`config.mk`:
```
export PLATFORM = sky130hd
export DESIGN_NAME = dcache_req_capture
export DESIGN_NICKNAME = d
export VERILOG_FILES = /design/src/design/dcache_pkg.sv /design/src/design/dcache_req_capture.sv
export SDC_FILE = /design/constraint.sdc
export NUM_CORES = 1
export LEC_CHECK = 0
export BUFFER_PORTS_ARGS = -buffer_cell sky130_fd_sc_hd__buf_2
export CAP_MARGIN = 20
export CORE_MARGIN = 4
export CORE_UTILIZATION = 44
export DETAILED_ROUTE_END_ITERATION = 8
export HOLD_SLACK_MARGIN = 0.05
export PLACE_DENSITY_LB_ADDON = 0.08
export SYNTH_ARGS = -nofsm -noshare
export SYNTH_HDL_FRONTEND = slang
export SYNTH_SLANG_ARGS = --single-unit
```
`constraint.sdc`:
```
create_clock -name clk_i -period 1.2 [get_ports clk_i]
set_clock_uncertainty 0.05 [all_clocks]
set_input_delay 0.06 -clock clk_i [delete_from_list [all_inputs] [get_ports clk_i]]
set_output_delay 0.06 -clock clk_i [all_outputs]
set_load 0.005 [all_outputs]
```
`src/design/dcache_pkg.sv`:
```
// ----------------------------------------
// dcache shared definitions
// geometry of the two-way cache, vector types,
// core and miss port structs, controller states
// ----------------------------------------
`default_nettype none

package dcache_pkg;

  // ----------------------------------------
  // geometry
  // ----------------------------------------
  localparam int NUM_WAYS     = 2;
  localparam int NUM_SETS     = 16;
  localparam int WORD_BYTES   = 8;
  // two 64-bit words per line
  localparam int LINE_BYTES   = 16;
  localparam int ADDR_WIDTH   = 20;
  localparam int OFFSET_WIDTH = 4;
  localparam int SET_WIDTH    = 4;
  localparam int TAG_WIDTH    = 12;
  localparam int ID_WIDTH     = 4;

  // response data source, driven by the controller
  localparam logic [1:0] RSRC_HIT    = 2'd0;
  localparam logic [1:0] RSRC_REFILL = 2'd1;
  localparam logic [1:0] RSRC_BYPASS = 2'd2;

  // ----------------------------------------
  // vector types
  // ----------------------------------------
  typedef logic [ADDR_WIDTH-1:0]     addr_t;
  typedef logic [TAG_WIDTH-1:0]      tag_t;
  typedef logic [SET_WIDTH-1:0]      set_t;
  typedef logic [OFFSET_WIDTH-1:0]   offset_t;
  typedef logic [8*WORD_BYTES-1:0]   word_t;
  typedef logic [8*LINE_BYTES-1:0]   line_t;
  typedef logic [WORD_BYTES-1:0]     be_t;
  // one-hot, bit n selects way n
  typedef logic [NUM_WAYS-1:0]       way_t;
  typedef logic [ID_WIDTH-1:0]       id_t;

  // ----------------------------------------
  // port structs
  // ----------------------------------------
  typedef struct packed {
    logic  data_req;
    logic  we;
    addr_t addr;
    be_t   be;
    word_t wdata;
    id_t   id;
  } core_req_t;

  typedef struct packed {
    logic  data_gnt;
    logic  data_rvalid;
    word_t rdata;
    id_t   rid;
  } core_resp_t;

  typedef struct packed {
    logic  valid;
    logic  bypass;
    logic  we;
    addr_t addr;
    be_t   be;
    word_t wdata;
  } miss_req_t;

  // request as held by the controller while it is served
  typedef struct packed {
    logic  we;
    addr_t addr;
    be_t   be;
    word_t wdata;
    id_t   id;
    logic  bypass;
  } saved_req_t;

  typedef enum logic [2:0] {
    IDLE,
    WAIT_TAG,
    STORE_REQ,
    WAIT_MISS_GNT,
    WAIT_REFILL,
    WAIT_BYPASS_VALID
  } ctrl_state_e;

endpackage

`default_nettype wire

```
`src/design/dcache_req_capture.sv`:
```
// ----------------------------------------
// dcache request capture
// holds the accepted core request and the
// bypass level for the whole transaction
// ----------------------------------------
`timescale 1ns/1ps
`default_nettype none

module dcache_req_capture (
  input  logic                    clk_i,
  input  logic                    rst_n_i,
  input  dcache_pkg::core_req_t   req_i,
  // pulsed by the controller when it accepts a request
  input  logic                    capture_i,
  input  logic                    bypass_i,
  output dcache_pkg::saved_req_t  saved_o
);

  import dcache_pkg::*;

  saved_req_t saved_q;

  // ----------------------------------------
  // saved request register
  // ----------------------------------------
  always_ff @(posedge clk_i) begin
    if (!rst_n_i) begin
      saved_q <= '0;
    end else if (capture_i) begin
      saved_q.we     <= req_i.we;
      saved_q.addr   <= req_i.addr;
      saved_q.be     <= req_i.be;
      saved_q.wdata  <= req_i.wdata;
      saved_q.id     <= req_i.id;
      // bypass is sampled once, a later change does not
      // affect a request already in flight
      saved_q.bypass <= bypass_i;
    end
  end

  assign saved_o = saved_q;

endmodule

`default_nettype wire

```
==> impl_metrics.yaml <==
global_routing:
  antenna_found_initial: 0
  grtUsageTotal: 0.203
  top_usage_layer: "met2"
  use_met2: 0.357
  grt_use_met3: 0.0526
  grt_max_degree: 47
  gr-usage-met1: 0.227
  grt_pass1_vias: 3348
  grt_first_pass_wirelength_um: 16100
  gr-total-overflow: 0
timing:
  fin_crit_sh: 0.847
  fin_crit_ns: 1.02
  finalHoldViolCount: 0
  slew_headroom: 0.780
  rsz0062_at_grt: "no"
  slew_viol_final: 0
  tightestPinTransition_ns: 0.329
  fin_setup_tns_ns: 0
  setup-violations-final: 0
  timing.fmax_ghz: 0.984
  worst_slack_ns: 0.184
clock_network:
  clock_sinks: 98
  cts_hold_buf: 99
  ctsResizeCount: 0
  clock-root-buffer: "clkbuf_8"
  cts_buffers: 9
  clkTransAtPathRegs_ns: 0.09
  cts_tree: "built"
  cts.path.max_buffers: 2
  htreeDepth: 3
  insertion_delay_ns: 0.34
  postCtsSetupBuffers: 0
logic_synthesis:
  synthTopCellsByArea: "dfxtp_1 (53%), mux2i_1 (27%), nor2b_1 (17%)"
  synth_nets: 417
  syn_area_per_cell_um2: 11.7
  yosys.area.top_type: "dfxtp_1"
  synth_top_area_frac: 0.531
  ys_types: 8
  synth_async_sr_flop_share: 0
  synth_cells: 315
  ys_top_cells_by_count: "dfxtp_1 (98), mux2i_1 (98), nor2b_1 (98), clkbuf_1 (9), buf_4 (8)"
  synthesis.area_um2: 3700
  synthFlopType: "dfxtp_1"
  yosysSeqAreaShare: 0.531
  synth_edf_count: 0
  synth_seq_cells: 98
  synth_warnings: 0
power_and_ir_drop:
  ir_drop_mv: 0.647
  p_int_uw: 5240
  power_uw: 6850
  power_frac_clock: 0.315
  power_leakage_uw: 0.00301
  p_seq_frac: 0.516
  power_frac_comb: 0.168
  power_density_nw_per_um2: 1150
  power_switching_uw: 1610
  sw_frac_of_total: 0.235
die:
  die_width_um: 99.7
  io_pins: 200
  core_um2: 8180
  die_h_um: 99.7
  dieArea_um2: 9930
  start_util: 0.452
  rows: 33
cells_and_area:
  finish.net_count: 709
  layout-drive-gt1-share: 0.356
  antenna_cells: 0
  area_growth_pct: 61.7
  final_core_util: 0.731
  fin_cells: 717
  largest_register_ffs: 98
critical_path:
  crit_arrival_ns: 1.25
  crit_path_max_incr_delay_ns: 0.52
  path_max_fanout: 46
  startpoint: "rst_n_i"
  crit_path_end_kind: "register"
  crit_slowest_cell: "dlygate4sd3_1"
  crit_path_cell_trace: "dlygate4sd3_1, buf_2, buf_12, nor2b_1"
  start_kind: "primary input"
  r2r_cells: 2
  worstSetupPathType: "in2reg"
  required_ns: 1.43
  worstReg2RegStart: "saved_o[86]$_SDFFE_PN0P_"
min_path:
  hold_depth: 4
  hold_path_class: "in2reg"
  min_from: "capture_i"
routing:
  drc: 0
  vias: 3236
  routed_wl_um: 9840
  drt-vias-per-instance: 4.51
  ant_nets: 0
  drt_iter0_markers: 63
  wl_per_cell_um: 13.7
  first_pass_iters: 3
place:
  place.gp.congestion: 0.762
  dp.cells: 602
  port_buffers: 198
  post-place-ws_ns: 0.215
  dp_hpwl_um: 6200
outcome:
  status: "complete, no violations"
job:
  max_cap_viol_count: 0
power by group through the flow:
stage                     logic, µW  clock network, µW  registers (µW)
after floorplan                 443                  0            3630
after global placement          880                  0            3600
after detailed placement        898                  0            3600
after CTS                      1150               2240            3530
after global routing           1260               2390            3560
final                          1150               2160            3540
cells in the final DEF, fill, tap and decap left out, drive strengths merged:
master       count
bufinv           1
clkinvlp         2
clkbuf          12
dfxtp           98
buf            203
mux2i           98
nor2b           98
dlygate4sd3     99
clkinv           1
kinds of logic after synthesis:
family        Yosys count  synth area share
buf+inv                21            0.0379
flops                  98             0.531
mux                    98             0.265
simple gates           98             0.166
routing by layer:
layer,up-vias,routed length [µm],share of wire
li1,1618,-,-
met1,1468,3850,0.39
met2,122,4970,0.51
met3,28,672,0.068
met4,0,339,0.034
met5,-,0,0
worst max-delay path, delay by kind of cell:
family                 cells  cell delay (ns)
buffers and inverters      3             1.01
AND/OR/NAND/NOR            1             0.16
cell type report:
class,instances,area (µm²)
Multi-Input combinational cell,196,1590
Tap cell,105,131
Clock buffer,12,155
Fill cell,597,2200
Clock inverter,4,50.0
Sequential cell,98,1960
Timing Repair Buffer,302,2080
final timing paths:
kind | end | slack (ns)
hold / removal | saved_o[14]$_SDFFE_PN0P_ | 0.24
setup / recovery | saved_o[18]$_SDFFE_PN0P_ | 0.18
setup reg to reg | saved_o[86]$_SDFFE_PN0P_ | 0.48
hold reg to reg | saved_o[95]$_SDFFE_PN0P_ | 0.47
per-stage QoR:
step | hold WS, ns | instance area (µm²)
6_report | 0.237 | 5980
5_1_grt | 0.218 | 5980
4_1_cts | 0.218 | 5980
3_5_place_dp | 0.274 | 4780
3_3_place_gp | 0.264 | 4780
2_1_floorplan | 0.179 | 3700
(Power assumes the default switching activity.)
