[config.mk]
export PLATFORM = sky130hd
export DESIGN_NAME = dcache_resp_select
export DESIGN_NICKNAME = d
export VERILOG_FILES = /design/src/design/dcache_pkg.sv /design/src/design/dcache_resp_select.sv
export SDC_FILE = /design/constraint.sdc
export NUM_CORES = 1
export LEC_CHECK = 0
export BUFFER_PORTS_ARGS = -buffer_cell sky130_fd_sc_hd__buf_2
export CORE_AREA = 2 2 202 204
export DETAILED_ROUTE_END_ITERATION = 12
export DIE_AREA = 0 0 204 206
export GPL_ROUTABILITY_DRIVEN = 1
export MAX_ROUTING_LAYER = met4
export PLACE_DENSITY = 0.44
export SYNTH_ARGS = -nofsm -noshare
export SYNTH_HDL_FRONTEND = slang
export SYNTH_SLANG_ARGS = --single-unit
export TNS_END_PERCENT = 5
[constraint.sdc]
create_clock -name vclk -period 0.9
set_input_delay 0 -clock vclk [all_inputs]
set_output_delay 0 -clock vclk [all_outputs]
set_load 0.01 [all_outputs]
[src/design/dcache_pkg.sv]
// ----------------------------------------
// dcache shared definitions
// geometry of the two-way cache, vector types,
// core and miss port structs, controller states
// ----------------------------------------
`default_nettype none

package dcache_pkg;

  // ----------------------------------------
  // geometry
  // ----------------------------------------
  localparam int NUM_WAYS     = 2;
  localparam int NUM_SETS     = 16;
  localparam int WORD_BYTES   = 8;
  // two 64-bit words per line
  localparam int LINE_BYTES   = 16;
  localparam int ADDR_WIDTH   = 20;
  localparam int OFFSET_WIDTH = 4;
  localparam int SET_WIDTH    = 4;
  localparam int TAG_WIDTH    = 12;
  localparam int ID_WIDTH     = 4;

  // response data source, driven by the controller
  localparam logic [1:0] RSRC_HIT    = 2'd0;
  localparam logic [1:0] RSRC_REFILL = 2'd1;
  localparam logic [1:0] RSRC_BYPASS = 2'd2;

  // ----------------------------------------
  // vector types
  // ----------------------------------------
  typedef logic [ADDR_WIDTH-1:0]     addr_t;
  typedef logic [TAG_WIDTH-1:0]      tag_t;
  typedef logic [SET_WIDTH-1:0]      set_t;
  typedef logic [OFFSET_WIDTH-1:0]   offset_t;
  typedef logic [8*WORD_BYTES-1:0]   word_t;
  typedef logic [8*LINE_BYTES-1:0]   line_t;
  typedef logic [WORD_BYTES-1:0]     be_t;
  // one-hot, bit n selects way n
  typedef logic [NUM_WAYS-1:0]       way_t;
  typedef logic [ID_WIDTH-1:0]       id_t;

  // ----------------------------------------
  // port structs
  // ----------------------------------------
  typedef struct packed {
    logic  data_req;
    logic  we;
    addr_t addr;
    be_t   be;
    word_t wdata;
    id_t   id;
  } core_req_t;

  typedef struct packed {
    logic  data_gnt;
    logic  data_rvalid;
    word_t rdata;
    id_t   rid;
  } core_resp_t;

  typedef struct packed {
    logic  valid;
    logic  bypass;
    logic  we;
    addr_t addr;
    be_t   be;
    word_t wdata;
  } miss_req_t;

  // request as held by the controller while it is served
  typedef struct packed {
    logic  we;
    addr_t addr;
    be_t   be;
    word_t wdata;
    id_t   id;
    logic  bypass;
  } saved_req_t;

  typedef enum logic [2:0] {
    IDLE,
    WAIT_TAG,
    STORE_REQ,
    WAIT_MISS_GNT,
    WAIT_REFILL,
    WAIT_BYPASS_VALID
  } ctrl_state_e;

endpackage

`default_nettype wire

[src/design/dcache_resp_select.sv]
// ----------------------------------------
// dcache response select
// way mux and word pick for hits, critical
// word of a refill, bypass word pass-through
// ----------------------------------------
`timescale 1ns/1ps
`default_nettype none

module dcache_resp_select (
  input  dcache_pkg::line_t [dcache_pkg::NUM_WAYS-1:0] lines_i,
  input  dcache_pkg::way_t                             hit_way_i,
  // word bit of the held address
  input  logic                                         word_sel_i,
  // still on the bus the cycle after its valid pulse
  input  dcache_pkg::line_t                            refill_line_i,
  input  dcache_pkg::word_t                            bypass_data_i,
  input  logic [1:0]                                   rsrc_i,
  output dcache_pkg::word_t                            rdata_o
);

  import dcache_pkg::*;

  line_t hit_line;

  function automatic word_t pick_word(line_t line, logic sel);
    return line[sel*$bits(word_t) +: $bits(word_t)];
  endfunction

  // one-hot way mux, no hit gives zero
  always_comb begin
    hit_line = '0;
    for (int w = 0; w < NUM_WAYS; w++) begin
      if (hit_way_i[w]) begin
        hit_line = hit_line | lines_i[w];
      end
    end
  end

  always_comb begin
    case (rsrc_i)
      RSRC_REFILL: rdata_o = pick_word(refill_line_i, word_sel_i);
      RSRC_BYPASS: rdata_o = bypass_data_i;
      default:     rdata_o = pick_word(hit_line, word_sel_i);
    endcase
  end

endmodule

`default_nettype wire

==> impl_metrics.json <==
{
  "grt_overflow": 0,
  "status": "finished, violations left",
  "avgViaCountPerCell": 4.45,
  "crit_path_end_kind": "output port",
  "fmax_mhz": 812,
  "portBuffers": 517,
  "final_cells": 1515,
  "finalMaxSlewViolations": 0,
  "rsz0062_at_grt": "yes",
  "sw_frac_of_total_pct": 47.9,
  "crit_path_start_kind": "input pin",
  "drc": 0,
  "ctsHoldBuffers": 0,
  "hold_viol": 0,
  "gp_congestion": 0.938,
  "antenna_found_initial": 1,
  "die-area_mm2": 0.0420,
  "wire_per_inst_um": 19.8,
  "final-seq-area_um2": 0,
  "clock_buffers": 0,
  "grt_first_pass_wirelength_mm": 38.8,
  "start_util_pct": 10.5,
  "drv_cap": 0,
  "synth_top_area_share_pct": 30.3,
  "slew_headroom_pct": 64.7,
  "dp_cells": 1505,
  "nNetsFinal": 1437,
  "syn_nets": 911,
  "die_width_um": 204,
  "design.core.area_mm2": 0.0402,
  "ys_top_cells_by_area": "mux2i_1 30%, a22o_1 26%, o221ai_2 21%",
  "fin_util_pct": 21.3,
  "worst_pin_slew_ps": 529,
  "area_delta_synth_final_pct": 102,
  "drt-pass1-iter-count": 4,
  "p_int_mw": 2.54,
  "syn_inst": 458,
  "slowest_stage": "mux2i_1",
  "cp.required_ps": 900,
  "worstPathCellList": "buf_12 > buf_12 > buf_12 > a22o_1 > mux2i_1 > buf_4 > o221ai_2 > buf_2",
  "first_iter_violations": 460,
  "ir_worst_vdd_mv": 0.435,
  "yosysWarnings": 0,
  "post-route-period-util_pct": 137,
  "synthDistinctLibCells": 15,
  "first_global_vias": 6526,
  "grt_start_max_net_pins": 62,
  "hp-class": "input pin to output port",
  "cpLargestDelayFamily": "buffers and inverters",
  "wirelength_mm": 30.1,
  "num_rows": 74,
  "ant_nets": 0,
  "p_seq_share_pct": 0,
  "setup_viol": 64,
  "vias": 6748,
  "p_comb_share_pct": 100.0,
  "die_h_um": 206,
  "clkPwrFrac_pct": 0,
  "leakagePower_nw": 4.25,
  "yosysTopAreaCell": "mux2i_1",
  "netlist_area_mm2": 0.00423,
  "dp_hpwl_mm": 22.9,
  "synth_common_cells": "128 x a22o_1, 128 x mux2i_1, 64 x a22oi_1",
  "slowest_delay_ps": 200,
  "crit_top_cell": "buf_12",
  "arrival_ps": 1230,
  "seq_cells": 0,
  "drive_gt1_share_pct": 72.5,
  "worst-path-buf-inv": 5,
  "path_max_fanout": 6,
  "io_pins": 517,
  "syn-mean-instance-area_um2": 9.24,
  "yosysSeqAreaShare_pct": 0,
  "track_usage_pct": 12.4,
  "fin_ws_ps": -332,
  "violations": "negative setup slack",
  "power.total_mw": 4.87,
  "setup_tns_ps": -15090,
  "finalCriticalPeriod_ps": 1230,
  "worstSetupPathType": "input pin to output port",
  "switching_power_mw": 2.33,
  "power_density_mw_per_mm2": 570
}
-- routing by layer --
| layer | vias to the layer above | share of wire [%] | global-route usage [%] |
|---|---|---|---|
| li1 | 3080 | - | - |
| met1 | 3189 | 42 | 15.8 |
| met2 | 436 | 48 | 21.0 |
| met3 | 43 | 7.5 | 1.32 |
| met4 | 0 | 2.5 | 2.92 |
| met5 | - | 0 | - |
-- cell families after synthesis --
group,after synthesis,synth area share [%]
compound gates,256,59.9
simple gates,5,0.769
mux,128,30.3
buf+inv,69,9.02
-- area by class of cell --
cell class,instances,area [um^2]
Fill cell,4465,31600
Multi-Input combinational cell,389,4240
Timing Repair Buffer,593,3640
Tap cell,532,666
Antenna cell,1,2.50
-- timing repair --
| item | CTS | global route |
|---|---|---|
| pin swaps | 6 | 7 |
| setup buffers | 1 | 0 |
| gates cloned | 4 | 4 |
| endpoints found under the setup margin | 64 | 64 |
| gates resized for setup | 52 | 50 |
-- power by group through the flow --
stage               clock network, mW  logic [mW]  registers (mW)
floorplan                           0        2.23               0
global placement                    0        4.34               0
detailed placement                  0        4.36               0
CTS                                 0        4.64               0
global route              0.000000149        5.18               0
finish                    0.000000149        4.87               0
-- worst paths after layout --
path	startpoint	endpoint	slack (ps)	depth (start not counted)
setup / recovery	hit_way_i[1]	rdata_o[49]	-330	8
hold / removal	bypass_data_i[23]	rdata_o[23]	330	4
-- metrics by stage --
| step | hold slack (ps) | setup slack [ps] | cell area (um^2) |
|---|---|---|---|
| floorplan | 147 | 24.7 | 4230 |
| global placement | 334 | -387 | 7830 |
| detailed placement | 334 | -374 | 7830 |
| CTS | 332 | -331 | 8200 |
| global route | 348 | -381 | 8550 |
| finish | 326 | -332 | 8550 |
-- cell usage in the layout (no fill, tap or decap), types with 2 or more instances in the layout --
cell type and count:
o221ai_2 62, buf_4 38, mux2i_1 95, a22o_4 8, mux2i_2 22, a22o_1 120, a22oi_1 53, buf_6 14
clkbuf_16 4, mux2i_4 11, o221ai_1 2, buf_8 4, buf_2 512, buf_12 13, buf_16 6, a22oi_2 11
Note: power is estimated with default switching activity, not from simulation.
