`config.mk`:
```
export PLATFORM = sky130hd
export DESIGN_NAME = dcache_tag_data_array
export DESIGN_NICKNAME = d
export VERILOG_FILES = /design/src/design/dcache_pkg.sv /design/src/design/dcache_tag_data_array.sv
export SDC_FILE = /design/constraint.sdc
export NUM_CORES = 2
export LEC_CHECK = 0
export BUFFER_PORTS_ARGS = -buffer_cell sky130_fd_sc_hd__buf_4
export CAP_MARGIN = 20
export CORE_ASPECT_RATIO = 1.4
export CORE_MARGIN = 4
export CORE_UTILIZATION = 60
export CTS_CLUSTER_DIAMETER = 100
export DETAILED_ROUTE_END_ITERATION = 8
export PLACE_DENSITY = 0.77
export SETUP_SLACK_MARGIN = 0.2
export SYNTH_ARGS = -nofsm -noshare
export SYNTH_HDL_FRONTEND = slang
export SYNTH_MEMORY_MAX_BITS = 65536
export SYNTH_SLANG_ARGS = --single-unit
```
`constraint.sdc`:
```
create_clock -name clk_i -period 9.1 [get_ports clk_i]
set_clock_uncertainty 0.2 [all_clocks]
set_input_delay 0.91 -clock clk_i [delete_from_list [all_inputs] [get_ports clk_i]]
set_output_delay 0.91 -clock clk_i [all_outputs]
set_load 0.05 [all_outputs]
```
`src/design/dcache_pkg.sv`:
```
// ----------------------------------------
// dcache shared definitions
// geometry of the two-way cache, vector types,
// core and miss port structs, controller states
// ----------------------------------------
`default_nettype none

package dcache_pkg;

  // ----------------------------------------
  // geometry
  // ----------------------------------------
  localparam int NUM_WAYS     = 2;
  localparam int NUM_SETS     = 16;
  localparam int WORD_BYTES   = 8;
  // two 64-bit words per line
  localparam int LINE_BYTES   = 16;
  localparam int ADDR_WIDTH   = 20;
  localparam int OFFSET_WIDTH = 4;
  localparam int SET_WIDTH    = 4;
  localparam int TAG_WIDTH    = 12;
  localparam int ID_WIDTH     = 4;

  // response data source, driven by the controller
  localparam logic [1:0] RSRC_HIT    = 2'd0;
  localparam logic [1:0] RSRC_REFILL = 2'd1;
  localparam logic [1:0] RSRC_BYPASS = 2'd2;

  // ----------------------------------------
  // vector types
  // ----------------------------------------
  typedef logic [ADDR_WIDTH-1:0]     addr_t;
  typedef logic [TAG_WIDTH-1:0]      tag_t;
  typedef logic [SET_WIDTH-1:0]      set_t;
  typedef logic [OFFSET_WIDTH-1:0]   offset_t;
  typedef logic [8*WORD_BYTES-1:0]   word_t;
  typedef logic [8*LINE_BYTES-1:0]   line_t;
  typedef logic [WORD_BYTES-1:0]     be_t;
  // one-hot, bit n selects way n
  typedef logic [NUM_WAYS-1:0]       way_t;
  typedef logic [ID_WIDTH-1:0]       id_t;

  // ----------------------------------------
  // port structs
  // ----------------------------------------
  typedef struct packed {
    logic  data_req;
    logic  we;
    addr_t addr;
    be_t   be;
    word_t wdata;
    id_t   id;
  } core_req_t;

  typedef struct packed {
    logic  data_gnt;
    logic  data_rvalid;
    word_t rdata;
    id_t   rid;
  } core_resp_t;

  typedef struct packed {
    logic  valid;
    logic  bypass;
    logic  we;
    addr_t addr;
    be_t   be;
    word_t wdata;
  } miss_req_t;

  // request as held by the controller while it is served
  typedef struct packed {
    logic  we;
    addr_t addr;
    be_t   be;
    word_t wdata;
    id_t   id;
    logic  bypass;
  } saved_req_t;

  typedef enum logic [2:0] {
    IDLE,
    WAIT_TAG,
    STORE_REQ,
    WAIT_MISS_GNT,
    WAIT_REFILL,
    WAIT_BYPASS_VALID
  } ctrl_state_e;

endpackage

`default_nettype wire

```
`src/design/dcache_tag_data_array.sv`:
```
// ----------------------------------------
// dcache tag and data array
// valid bits, tags and lines of both ways,
// one-cycle lookup with hit compare and
// victim choice, byte-masked line write
// ----------------------------------------
`timescale 1ns/1ps
`default_nettype none

module dcache_tag_data_array (
  input  logic                               clk_i,
  input  logic                               rst_n_i,
  // lookup
  input  logic                               rd_i,
  input  dcache_pkg::set_t                   set_i,
  input  dcache_pkg::tag_t                   tag_i,
  // write
  input  logic                               wr_i,
  input  dcache_pkg::way_t                   wr_way_i,
  input  dcache_pkg::line_t                  wr_line_i,
  input  logic [dcache_pkg::LINE_BYTES-1:0]  wr_be_i,
  input  logic                               fill_i,
  // lookup result, one cycle after rd_i
  output dcache_pkg::way_t                   hit_way_o,
  output dcache_pkg::line_t [dcache_pkg::NUM_WAYS-1:0] lines_o,
  output dcache_pkg::way_t                   victim_way_o
);

  import dcache_pkg::*;

  logic [NUM_SETS-1:0] valid_q [NUM_WAYS];
  tag_t                tag_q   [NUM_WAYS][NUM_SETS];
  line_t               data_q  [NUM_WAYS][NUM_SETS];
  // per-set round-robin pointer, names the way replaced next
  logic [NUM_SETS-1:0] rr_q;
  set_t                rd_set_q;

  // ----------------------------------------
  // control state
  // ----------------------------------------
  always_ff @(posedge clk_i) begin
    if (!rst_n_i) begin
      for (int w = 0; w < NUM_WAYS; w++) begin
        valid_q[w] <= '0;
      end
      rr_q     <= '0;
      rd_set_q <= '0;
    end else begin
      if (rd_i) begin
        rd_set_q <= set_i;
      end
      // a fill makes the line valid and moves the pointer on
      if (wr_i && fill_i) begin
        for (int w = 0; w < NUM_WAYS; w++) begin
          if (wr_way_i[w]) begin
            valid_q[w][set_i] <= 1'b1;
          end
        end
        rr_q[set_i] <= ~rr_q[set_i];
      end
    end
  end

  // ----------------------------------------
  // tags and line data
  // ----------------------------------------
  always_ff @(posedge clk_i) begin
    if (wr_i) begin
      for (int w = 0; w < NUM_WAYS; w++) begin
        if (wr_way_i[w]) begin
          if (fill_i) begin
            tag_q[w][set_i] <= tag_i;
          end
          // only enabled bytes change, a store merges one word
          for (int b = 0; b < LINE_BYTES; b++) begin
            if (wr_be_i[b]) begin
              data_q[w][set_i][8*b +: 8] <= wr_line_i[8*b +: 8];
            end
          end
        end
      end
    end
  end

  // ----------------------------------------
  // lookup result for the registered set
  // ----------------------------------------
  always_comb begin
    for (int w = 0; w < NUM_WAYS; w++) begin
      lines_o[w]   = data_q[w][rd_set_q];
      hit_way_o[w] = valid_q[w][rd_set_q] && (tag_q[w][rd_set_q] == tag_i);
    end
  end

  // first invalid way wins, else the round-robin way
  always_comb begin
    victim_way_o = '0;
    victim_way_o[rr_q[rd_set_q]] = 1'b1;
    for (int w = NUM_WAYS-1; w >= 0; w--) begin
      if (!valid_q[w][rd_set_q]) begin
        victim_way_o    = '0;
        victim_way_o[w] = 1'b1;
      end
    end
  end

endmodule

`default_nettype wire

```
==> impl_metrics.yaml <==
pwr:
  cellLeakagePower_nw: 58.7
  ir_worst_vdd_v: 0.000289
  power_density_mw_per_mm2: 220
clocking:
  clkSlewWorstSetupHoldPaths_ns: 0.06
  post_cts_buffers: 0
  cts_hold_buf: 0
  cts_root_buf: "clkbuf_16"
  clockBufferDepth: 4
  cts_tree: "built"
  htreeDepth: 5
  cts.repair.resized: 0
  clkLatencyLatePin_ns: 0.92
  cts_sinks: 4532
  numCtsBuffers: 400
synthesis:
  yosysSeqAreaShare_pct: 78.5
  synth_area_leaders: "edfxtp_1 78%, mux4_2 18%, nor2_1 1.2%"
  synth.cell_area_mm2: 0.173
  synth-async-reset-ratio_pct: 0
  synth_flop_cell: "edfxtp_1"
  yosys.area.top_type: "edfxtp_1"
  synth_top_area_share_pct: 78.2
  yosys_warnings: 0
  synth.avg_cell_area_um2: 23.9
  synth_nets: 7429
  synth_seq_cells: 4532
  synth-edff-count: 4512
  syn-instance-count: 7262
  yosysUniqueCellTypes: 52
critical_path:
  r2r-end: "rd_set_q[1]"
  crit_type: "flop to output pin"
  cp_slowest_cell: "buf_4"
  crit_chain: "buf_4 -> buf_12 -> mux4_2 -> nand2_1 -> and3_1 -> a21oi_1 -> buf_4"
  regToRegSetupSlack_ns: 6.87
  cp.required_ns: 7.99
  arrival_ns: 5.18
  cp-start-kind: "flop"
  max_stage_delay_ns: 0.83
  r2r_start: "rd_set_q[1]"
  timing.critical_path.mode_cell: "buf_4"
  rr_worst_depth: 3
  end_kind: "output pin"
  cp_max_fo: 169
grt:
  grt_pass1_wl_um: 593000
  use_met3_pct: 5.90
  grt_use_total_pct: 27.7
  overflow: 0
  grt_util_met2_pct: 46.5
  antenna_found_initial: 36
  grt_pass1_vias: 83281
  grt-busiest-layer: "met2"
  use_met1_pct: 35.9
  grt_max_degree: 170
detailed_routing:
  route.detailed.wl_per_inst_um: 34.5
  wl_um: 408000
  viasPerCell: 6.73
  vias: 79668
  first_iter_violations: 10712
  drc: 0
  ant_nets: 0
  first_pass_iters: 6
timing:
  relSlewSlack_pct: 21.6
  fin_crit_ns: 6.29
  rsz0062_at_grt: "no"
  setup_viol: 0
  finalMaxSlewViolations: 0
  tightest_slew_ns: 1.17
  layout_setup_ws_ns: 2.81
  tns_ns: 0
  final-hold-violation-count: 0
  min_period_over_period_pct: 69.1
  fmax_mhz: 159
die:
  rows: 233
  die_area_mm2: 0.297
  num_io_pins: 427
  start_util_pct: 60.3
  fp.coreArea_mm2: 0.287
  dieWidth_um: 462
  dieHeight_um: 644
min_path:
  min_delay_path_depth: 3
  hold_start: "rd_i"
  min_to: "rd_set_q[1]"
  hp-class: "primary input to flop"
placement:
  pre_cts_ws_ns: 3.63
  dpl.cell_count: 11110
  placed_area_mm2: 0.180
  hpwlAfterDp_um: 234000
  gp_congestion: 0.789
  io_buffers: 426
finish:
  drive_gt1_share_pct: 30.5
  design_area_mm2: 0.193
  stdcell_count: 11843
  fin_nets: 7924
  layout_commonest_cell: "edfxtp_1"
  syn_to_final_growth_pct: 11.3
  final_cell_mix: "4,512 x edfxtp_1, 1,375 x mux4_2, 571 x nor2_1"
flow_run:
  maxCapViolCount: 0
run_status:
  outcome: "finished, final reports clean"
synthesized netlist by cell type, types with 3 or more instances:
library cell,instances
o21ai_0,39
mux4_2,1375
nor2_1,571
nand2_1,97
mux4_1,4
clkbuf_1,217
and3_1,11
o211a_1,16
buf_2,134
inv_1,5
mux2i_1,48
a21oi_1,15
nor4_1,3
xor2_1,10
nor3_1,3
nor2b_1,14
buf_6,3
a221oi_1,5
dfxtp_1,20
edfxtp_1,4512
and2_1,3
buf_4,8
nand3_1,12
a22o_1,9
xnor2_1,24
buf_1,69
registers in the layout, summed over array words and instances, names as in the netlist:
name,flops
data_q,4096
tag_q,384
valid_q,32
rr_q,16
rd_set_q,4
routing by layer:
layer | up-vias | wire (um) | part of all wire [%]
met3 | 949 | 39400 | 9.7
met5 | - | 130 | 0.032
met4 | 18 | 18900 | 4.6
met1 | 42187 | 138000 | 34
met2 | 4692 | 212000 | 52
li1 | 31822 | - | -
metrics by stage:
stage                     utilization [%]  hold WS (ns)  power [mW]
after floorplan                         -         0.283        25.3
after global placement               62.7         0.294        26.4
after detailed placement             62.7         0.312        26.5
after CTS                            67.0        0.0839        42.5
after global routing                 67.1         0.140        43.6
final                                67.1         0.160        42.4
worst max path at each step:
stage                            from      endpoint  slack (ns)  cells after the start
after global routing      rd_set_q[0]  hit_way_o[0]        2.54                      8
final                     rd_set_q[1]    lines_o[0]        2.81                      7
after global placement    rd_set_q[0]  hit_way_o[0]        3.58                      7
after floorplan           rd_set_q[0]  hit_way_o[0]        4.37                      8
after CTS                 rd_set_q[0]  hit_way_o[0]        2.58                      7
after detailed placement  rd_set_q[0]  hit_way_o[0]        3.63                      7
worst max-delay path: cells and delay by family (launching register included):
| kind | cells | cell delay [ns] |
|---|---|---|
| AO/OA/AOI/OAI | 1 | 0.52 |
| buffers and inverters | 3 | 1.90 |
| flip-flops | 1 | 0.82 |
| multiplexers | 1 | 0.39 |
| AND/OR/NAND/NOR | 2 | 0.33 |
power breakdown:
group	leakage, nW	switching [mW]	internal (mW)
combinational	11.9	1.85	1.02
sequential	40.8	0.0605	23.1
clock	6.04	7.39	8.96
logic make-up after synthesis:
logic type | share of synthesized area [%]
AO/OA/AOI/OAI | 0.431
XOR/XNOR | 0.172
flip-flops | 78.5
AND/OR/NAND/NOR | 1.64
buffers and inverters | 1.07
multiplexers | 18.2
area by class of cell:
type | instances | area [um^2]
repair buffers | 524 | 4180
clock buffers | 484 | 10400
diodes | 16 | 40.0
flip-flops and latches | 4532 | 136000
inverters | 6 | 30.0
well taps | 3760 | 4700
clock inverters | 228 | 1940
multi-input cells | 2293 | 35600
fillers | 16926 | 94600
(Power assumes the default switching activity.)
