[src/design/dcache_pkg.sv]
// ----------------------------------------
// dcache shared definitions
// geometry of the two-way cache, vector types,
// core and miss port structs, controller states
// ----------------------------------------
`default_nettype none

package dcache_pkg;

  // ----------------------------------------
  // geometry
  // ----------------------------------------
  localparam int NUM_WAYS     = 2;
  localparam int NUM_SETS     = 16;
  localparam int WORD_BYTES   = 8;
  // two 64-bit words per line
  localparam int LINE_BYTES   = 16;
  localparam int ADDR_WIDTH   = 20;
  localparam int OFFSET_WIDTH = 4;
  localparam int SET_WIDTH    = 4;
  localparam int TAG_WIDTH    = 12;
  localparam int ID_WIDTH     = 4;

  // response data source, driven by the controller
  localparam logic [1:0] RSRC_HIT    = 2'd0;
  localparam logic [1:0] RSRC_REFILL = 2'd1;
  localparam logic [1:0] RSRC_BYPASS = 2'd2;

  // ----------------------------------------
  // vector types
  // ----------------------------------------
  typedef logic [ADDR_WIDTH-1:0]     addr_t;
  typedef logic [TAG_WIDTH-1:0]      tag_t;
  typedef logic [SET_WIDTH-1:0]      set_t;
  typedef logic [OFFSET_WIDTH-1:0]   offset_t;
  typedef logic [8*WORD_BYTES-1:0]   word_t;
  typedef logic [8*LINE_BYTES-1:0]   line_t;
  typedef logic [WORD_BYTES-1:0]     be_t;
  // one-hot, bit n selects way n
  typedef logic [NUM_WAYS-1:0]       way_t;
  typedef logic [ID_WIDTH-1:0]       id_t;

  // ----------------------------------------
  // port structs
  // ----------------------------------------
  typedef struct packed {
    logic  data_req;
    logic  we;
    addr_t addr;
    be_t   be;
    word_t wdata;
    id_t   id;
  } core_req_t;

  typedef struct packed {
    logic  data_gnt;
    logic  data_rvalid;
    word_t rdata;
    id_t   rid;
  } core_resp_t;

  typedef struct packed {
    logic  valid;
    logic  bypass;
    logic  we;
    addr_t addr;
    be_t   be;
    word_t wdata;
  } miss_req_t;

  // request as held by the controller while it is served
  typedef struct packed {
    logic  we;
    addr_t addr;
    be_t   be;
    word_t wdata;
    id_t   id;
    logic  bypass;
  } saved_req_t;

  typedef enum logic [2:0] {
    IDLE,
    WAIT_TAG,
    STORE_REQ,
    WAIT_MISS_GNT,
    WAIT_REFILL,
    WAIT_BYPASS_VALID
  } ctrl_state_e;

endpackage

`default_nettype wire

[src/design/dcache_ctrl_fsm.sv]
// ----------------------------------------
// dcache controller
// sequences lookup, store merge, write-through,
// refill and bypass, owns grant and rvalid
// ----------------------------------------
`timescale 1ns/1ps
`default_nettype none

module dcache_ctrl_fsm (
  input  logic                               clk_i,
  input  logic                               rst_n_i,
  input  dcache_pkg::core_req_t              req_i,
  input  logic                               bypass_i,
  input  dcache_pkg::saved_req_t             saved_i,
  output logic                               capture_o,
  // array control
  output logic                               rd_o,
  output dcache_pkg::set_t                   set_o,
  output dcache_pkg::tag_t                   tag_o,
  output logic                               wr_o,
  output dcache_pkg::way_t                   wr_way_o,
  output dcache_pkg::line_t                  wr_line_o,
  output logic [dcache_pkg::LINE_BYTES-1:0]  wr_be_o,
  output logic                               fill_o,
  input  dcache_pkg::way_t                   hit_way_i,
  input  dcache_pkg::way_t                   victim_way_i,
  // miss unit
  output dcache_pkg::miss_req_t              miss_req_o,
  input  logic                               miss_gnt_i,
  input  logic                               refill_valid_i,
  input  dcache_pkg::line_t                  refill_line_i,
  input  logic                               bypass_valid_i,
  // core strobes
  output logic                               data_gnt_o,
  output logic                               rvalid_o,
  output logic [1:0]                         rsrc_o,
  output logic                               busy_o
);

  import dcache_pkg::*;

  ctrl_state_e state_q, state_d;
  // hit way of a store, victim way of a load miss
  way_t        way_q, way_d;
  // refill written last cycle, critical word due now
  logic        refill_done_q, refill_done_d;

  set_t        saved_set;
  set_t        req_set;
  logic        saved_word;
  logic [LINE_BYTES-1:0] store_be;

  assign saved_set  = saved_i.addr[OFFSET_WIDTH +: SET_WIDTH];
  assign saved_word = saved_i.addr[OFFSET_WIDTH-1];
  assign req_set    = req_i.addr[OFFSET_WIDTH +: SET_WIDTH];
  // compare and fill both use the held tag
  assign tag_o      = saved_i.addr[ADDR_WIDTH-1 -: TAG_WIDTH];

  // store byte enable placed on its word of the line
  assign store_be = saved_word ? {saved_i.be, {WORD_BYTES{1'b0}}}
                               : {{WORD_BYTES{1'b0}}, saved_i.be};

  assign busy_o = (state_q != IDLE) || refill_done_q;

  // ----------------------------------------
  // next state and outputs
  // ----------------------------------------
  always_comb begin
    state_d       = state_q;
    way_d         = way_q;
    refill_done_d = 1'b0;
    capture_o     = 1'b0;
    rd_o          = 1'b0;
    set_o         = saved_set;
    wr_o          = 1'b0;
    wr_way_o      = way_q;
    wr_line_o     = {2{saved_i.wdata}};
    wr_be_o       = store_be;
    fill_o        = 1'b0;
    miss_req_o    = '0;
    data_gnt_o    = 1'b0;
    rvalid_o      = 1'b0;
    rsrc_o        = RSRC_HIT;

    unique case (state_q)
      IDLE: begin
        // critical word of the refill just written
        if (refill_done_q) begin
          rvalid_o = 1'b1;
          rsrc_o   = RSRC_REFILL;
        end
        if (req_i.data_req) begin
          capture_o  = 1'b1;
          // loads are granted at once, stores after write-through
          data_gnt_o = !req_i.we;
          if (bypass_i) begin
            state_d = WAIT_MISS_GNT;
          end else begin
            // speculative lookup of the new set
            rd_o    = 1'b1;
            set_o   = req_set;
            state_d = WAIT_TAG;
          end
        end
      end

      WAIT_TAG: begin
        if (|hit_way_i) begin
          if (!saved_i.we) begin
            rvalid_o = 1'b1;
            state_d  = IDLE;
            // chain the next cached load onto this hit
            if (req_i.data_req && !req_i.we && !bypass_i) begin
              capture_o  = 1'b1;
              data_gnt_o = 1'b1;
              rd_o       = 1'b1;
              set_o      = req_set;
              state_d    = WAIT_TAG;
            end
          end else begin
            way_d   = hit_way_i;
            state_d = STORE_REQ;
          end
        end else if (saved_i.we) begin
          // store miss, no allocation so nothing to write
          way_d   = '0;
          state_d = STORE_REQ;
        end else begin
          way_d   = victim_way_i;
          state_d = WAIT_MISS_GNT;
        end
      end

      STORE_REQ: begin
        // merge on a hit, the array is left alone on a miss
        wr_o    = |way_q;
        state_d = WAIT_MISS_GNT;
      end

      WAIT_MISS_GNT: begin
        miss_req_o.valid  = 1'b1;
        miss_req_o.bypass = saved_i.bypass;
        miss_req_o.we     = saved_i.we;
        miss_req_o.addr   = saved_i.addr;
        miss_req_o.be     = saved_i.be;
        miss_req_o.wdata  = saved_i.wdata;
        if (miss_gnt_i) begin
          if (saved_i.we) begin
            // write-through accepted, store is done
            data_gnt_o = 1'b1;
            state_d    = IDLE;
          end else if (saved_i.bypass) begin
            state_d = WAIT_BYPASS_VALID;
          end else begin
            state_d = WAIT_REFILL;
          end
        end
      end

      WAIT_REFILL: begin
        if (refill_valid_i) begin
          // whole line into the victim way
          wr_o          = 1'b1;
          fill_o        = 1'b1;
          wr_line_o     = refill_line_i;
          wr_be_o       = '1;
          refill_done_d = 1'b1;
          state_d       = IDLE;
        end
      end

      WAIT_BYPASS_VALID: begin
        if (bypass_valid_i) begin
          rvalid_o = 1'b1;
          rsrc_o   = RSRC_BYPASS;
          state_d  = IDLE;
        end
      end

      default: begin
        state_d = IDLE;
      end
    endcase
  end

  // ----------------------------------------
  // state registers
  // ----------------------------------------
  always_ff @(posedge clk_i) begin
    if (!rst_n_i) begin
      state_q       <= IDLE;
      way_q         <= '0;
      refill_done_q <= 1'b0;
    end else begin
      state_q       <= state_d;
      way_q         <= way_d;
      refill_done_q <= refill_done_d;
    end
  end

endmodule

`default_nettype wire

[config.mk]
export PLATFORM = sky130hd
export DESIGN_NAME = dcache_ctrl_fsm
export DESIGN_NICKNAME = d
export VERILOG_FILES = /design/src/design/dcache_pkg.sv /design/src/design/dcache_ctrl_fsm.sv
export SDC_FILE = /design/constraint.sdc
export NUM_CORES = 1
export LEC_CHECK = 0
export BUFFER_PORTS_ARGS = -buffer_cell sky130_fd_sc_hd__buf_2
export CAP_MARGIN = 20
export CORE_AREA = 2 2 231 233
export DETAILED_ROUTE_END_ITERATION = 8
export DIE_AREA = 0 0 233 235
export HOLD_SLACK_MARGIN = 0.05
export PLACE_DENSITY = 0.3
export SLEW_MARGIN = 10
export SYNTH_ARGS = -nofsm -noshare
export SYNTH_HDL_FRONTEND = slang
export SYNTH_SLANG_ARGS = --single-unit
[constraint.sdc]
create_clock -name clk_i -period 1.8 [get_ports clk_i]
set_input_delay 0.18 -clock clk_i [delete_from_list [all_inputs] [get_ports clk_i]]
set_output_delay 0.18 -clock clk_i [all_outputs]
set_load 0.05 [all_outputs]
==> flow_metrics.py <==
metrics = {
    "run_status": {
        "run_status": "finished with violations",
        "violations": "negative setup slack",
    },
    "global_routing": {
        "grt_pass1_wl_um": 30800,
        "grtUsageTotal": 0.0749,
        "antenna_found_initial": 5,
        "grt_max_degree": 39,
        "grt_overflow": 0,
        "first_global_vias": 5194,
    },
    "power": {
        "p_total_mw": 6.53,
        "cellPowerDensity_nw_per_um2": 762,
        "p_leak_nw": 4.60,
        "peakVddDrop_uv": 260,
    },
    "synthesis": {
        "synth_area_um2": 2670,
        "syn-instance-count": 562,
        "syn_nets": 896,
        "synth_area_per_cell_um2": 4.75,
        "async_flop_share": 0,
        "synth_seq_cells": 6,
        "yosysSeqAreaShare": 0.0450,
        "yosysWarnings": 0,
        "yosys_most_used_dff": "dfxtp_1",
        "synth_edf_count": 0,
        "ys_types": 32,
    },
    "layout": {
        "layout.nets": 1404,
        "multi_input_area_um2": 2870,
        "drive_gt1_frac": 0.655,
        "fin_area_um2": 8580,
        "nFillCells": 5880,
        "antenna_cells_inserted": 0,
        "fin_util": 0.164,
        "finalNonFillerCells": 1756,
        "syn_to_final_growth_pct": 221,
        "seqCellArea_um2": 129,
    },
    "clock_tree": {
        "cts_buffers": 3,
        "htreeDepth": 1,
        "cts.sinks": 6,
        "clk_pin_slew_ns": 0.04,
        "clockBufferDepth": 2,
        "cts_root_buf": "clkbuf_16",
        "cts_tree": "done",
        "holdBufCountCts": 0,
        "clk_latency_ns": 0.24,
    },
    "sta": {
        "hold_viol": 0,
        "relSlewSlack": 0.775,
        "setup_ws_ns": -0.170,
        "maxSlewViolCount": 0,
        "fin_skew_ns": 0.00696,
        "timing.final.crit_share": 1.09,
        "fmax_mhz": 508,
        "rsz0062_at_grt": "true",
        "tightest_slew_ns": 0.337,
        "setup_viol": 152,
        "post-route-min-period_ns": 1.97,
    },
    "die": {
        "die_width_um": 233,
        "rows": 84,
        "dieArea_um2": 54800,
        "initial_core_util": 0.0511,
        "core_um2": 52200,
        "io_pins": 600,
        "die_h_um": 235,
    },
    "detailed_routing": {
        "vias": 5654,
        "drcViolationCount": 0,
        "post_drt_wl_per_cell_um": 14.3,
        "vias_per_cell": 3.22,
        "antenna_left": 0,
        "first_pass_iters": 4,
        "finalWirelength_um": 25000,
        "drt_iter0_markers": 121,
    },
    "place": {
        "dpl_cell_area_um2": 6220,
        "hpwl_um": 17900,
        "numPortBuffers": 503,
        "dpl.cell_count": 1727,
        "gp_congestion": 0.781,
        "dp_slack_ns": -0.0432,
    },
    "setup_path": {
        "critPathCaptureType": "output port",
        "crit_arrival_ns": 1.79,
        "cp_max_fo": 17,
        "crit_type": "reg2out",
        "crit_required_ns": 1.62,
        "cp-start-kind": "flop",
    },
    "min_path": {
        "min-delay-path-class": "in2reg",
    },
    "job": {
        "maxCapViolCount": 0,
    },
}
## power by group
part | switching, mW | leakage [nW] | internal, mW | total (mW)
sequential | 0.0414 | 0.0509 | 0.174 | 0.215
combinational | 3.81 | 4.52 | 2.13 | 5.94
clock | 0.0890 | 0.0370 | 0.286 | 0.376
## synth_stat cells (4+ instances only)
| library cell | number | area [um2] |
|---|---|---|
| inv_1 | 10 | 37.5 |
| o21ai_0 | 13 | 65.1 |
| nand3b_1 | 4 | 30.0 |
| buf_4 | 12 | 90.1 |
| mux2_2 | 4 | 45.0 |
| nor2_1 | 16 | 60.1 |
| buf_2 | 19 | 95.1 |
| a21oi_1 | 5 | 25.0 |
| clkbuf_1 | 17 | 63.8 |
| and2_1 | 89 | 557 |
| dfxtp_1 | 6 | 120 |
| nand2_1 | 340 | 1280 |
## critical path, stage by stage, from the launching register on
cell       delay, ns
dfxtp_4         0.38
nand3b_1        0.10
or2_4           0.36
buf_8           0.18
clkbuf_16       0.19
o21ai_0         0.11
buf_4           0.23
## worst paths after layout
kind,from,endpoint,slack [ns],depth (start not counted)
max,state_q[2],wr_be_o[6],-0.17,6
min,rst_n_i,wr_way_o[0],0.24,2
max reg2reg,state_q[2],state_q[0],0.33,5
min reg2reg,wr_way_o[1],wr_way_o[1],0.54,1
## kinds of logic after synthesis
family          synth area share
mux                       0.0169
buf+inv                    0.110
flops                     0.0450
simple gates               0.752
compound gates            0.0760
## cells in the final DEF (no fill, tap or decap), types with 7 or more instances in the layout
cell type  count
nand2_1      225
inv_1          9
and2_1        85
nand2_4       32
o21ai_0        7
buf_6        107
nor2_1        15
buf_4         32
buf_16         8
buf_2        330
nand2_2       77
buf_8         52
buf_12        16
clkbuf_16      9
## registers in the layout (all words and copies together), names as in the netlist
name / cells
state_q: 3
wr_way_o: 2
refill_done_q: 1
## per-stage QoR
step / hold WS [ns] / setup TNS, ns
2_1_floorplan: 0.302 / -0.649
3_3_place_gp: 0.483 / -0.194
3_5_place_dp: 0.484 / -0.179
4_1_cts: 0.236 / -13.87
5_1_grt: 0.258 / -26.20
6_report: 0.237 / -12.77
## area by class of cell
| class | count | share of cell area |
|---|---|---|
| timing repair buffer | 551 | 0.533 |
| clock buffer | 3 | 0.00875 |
| inverter | 11 | 0.00657 |
| tap | 688 | 0.100 |
| timing repair inverter | 1 | 0.00190 |
| multi-input combinational | 496 | 0.335 |
| sequential | 6 | 0.0150 |
## layer usage
layer  track usage  routed length, um
met5             0                 23
met4        0.0176                712
met3        0.0142               1930
met2         0.157              13900
met1        0.0730               8500
## repair_timing
item,4_1_cts,5_1_grt
resized for setup,377,209
buffers inserted,8,5
pin swaps,11,42
gates cloned,7,8
endpoints found under the setup margin,234,236
Note: power is estimated with default switching activity, not from simulation.
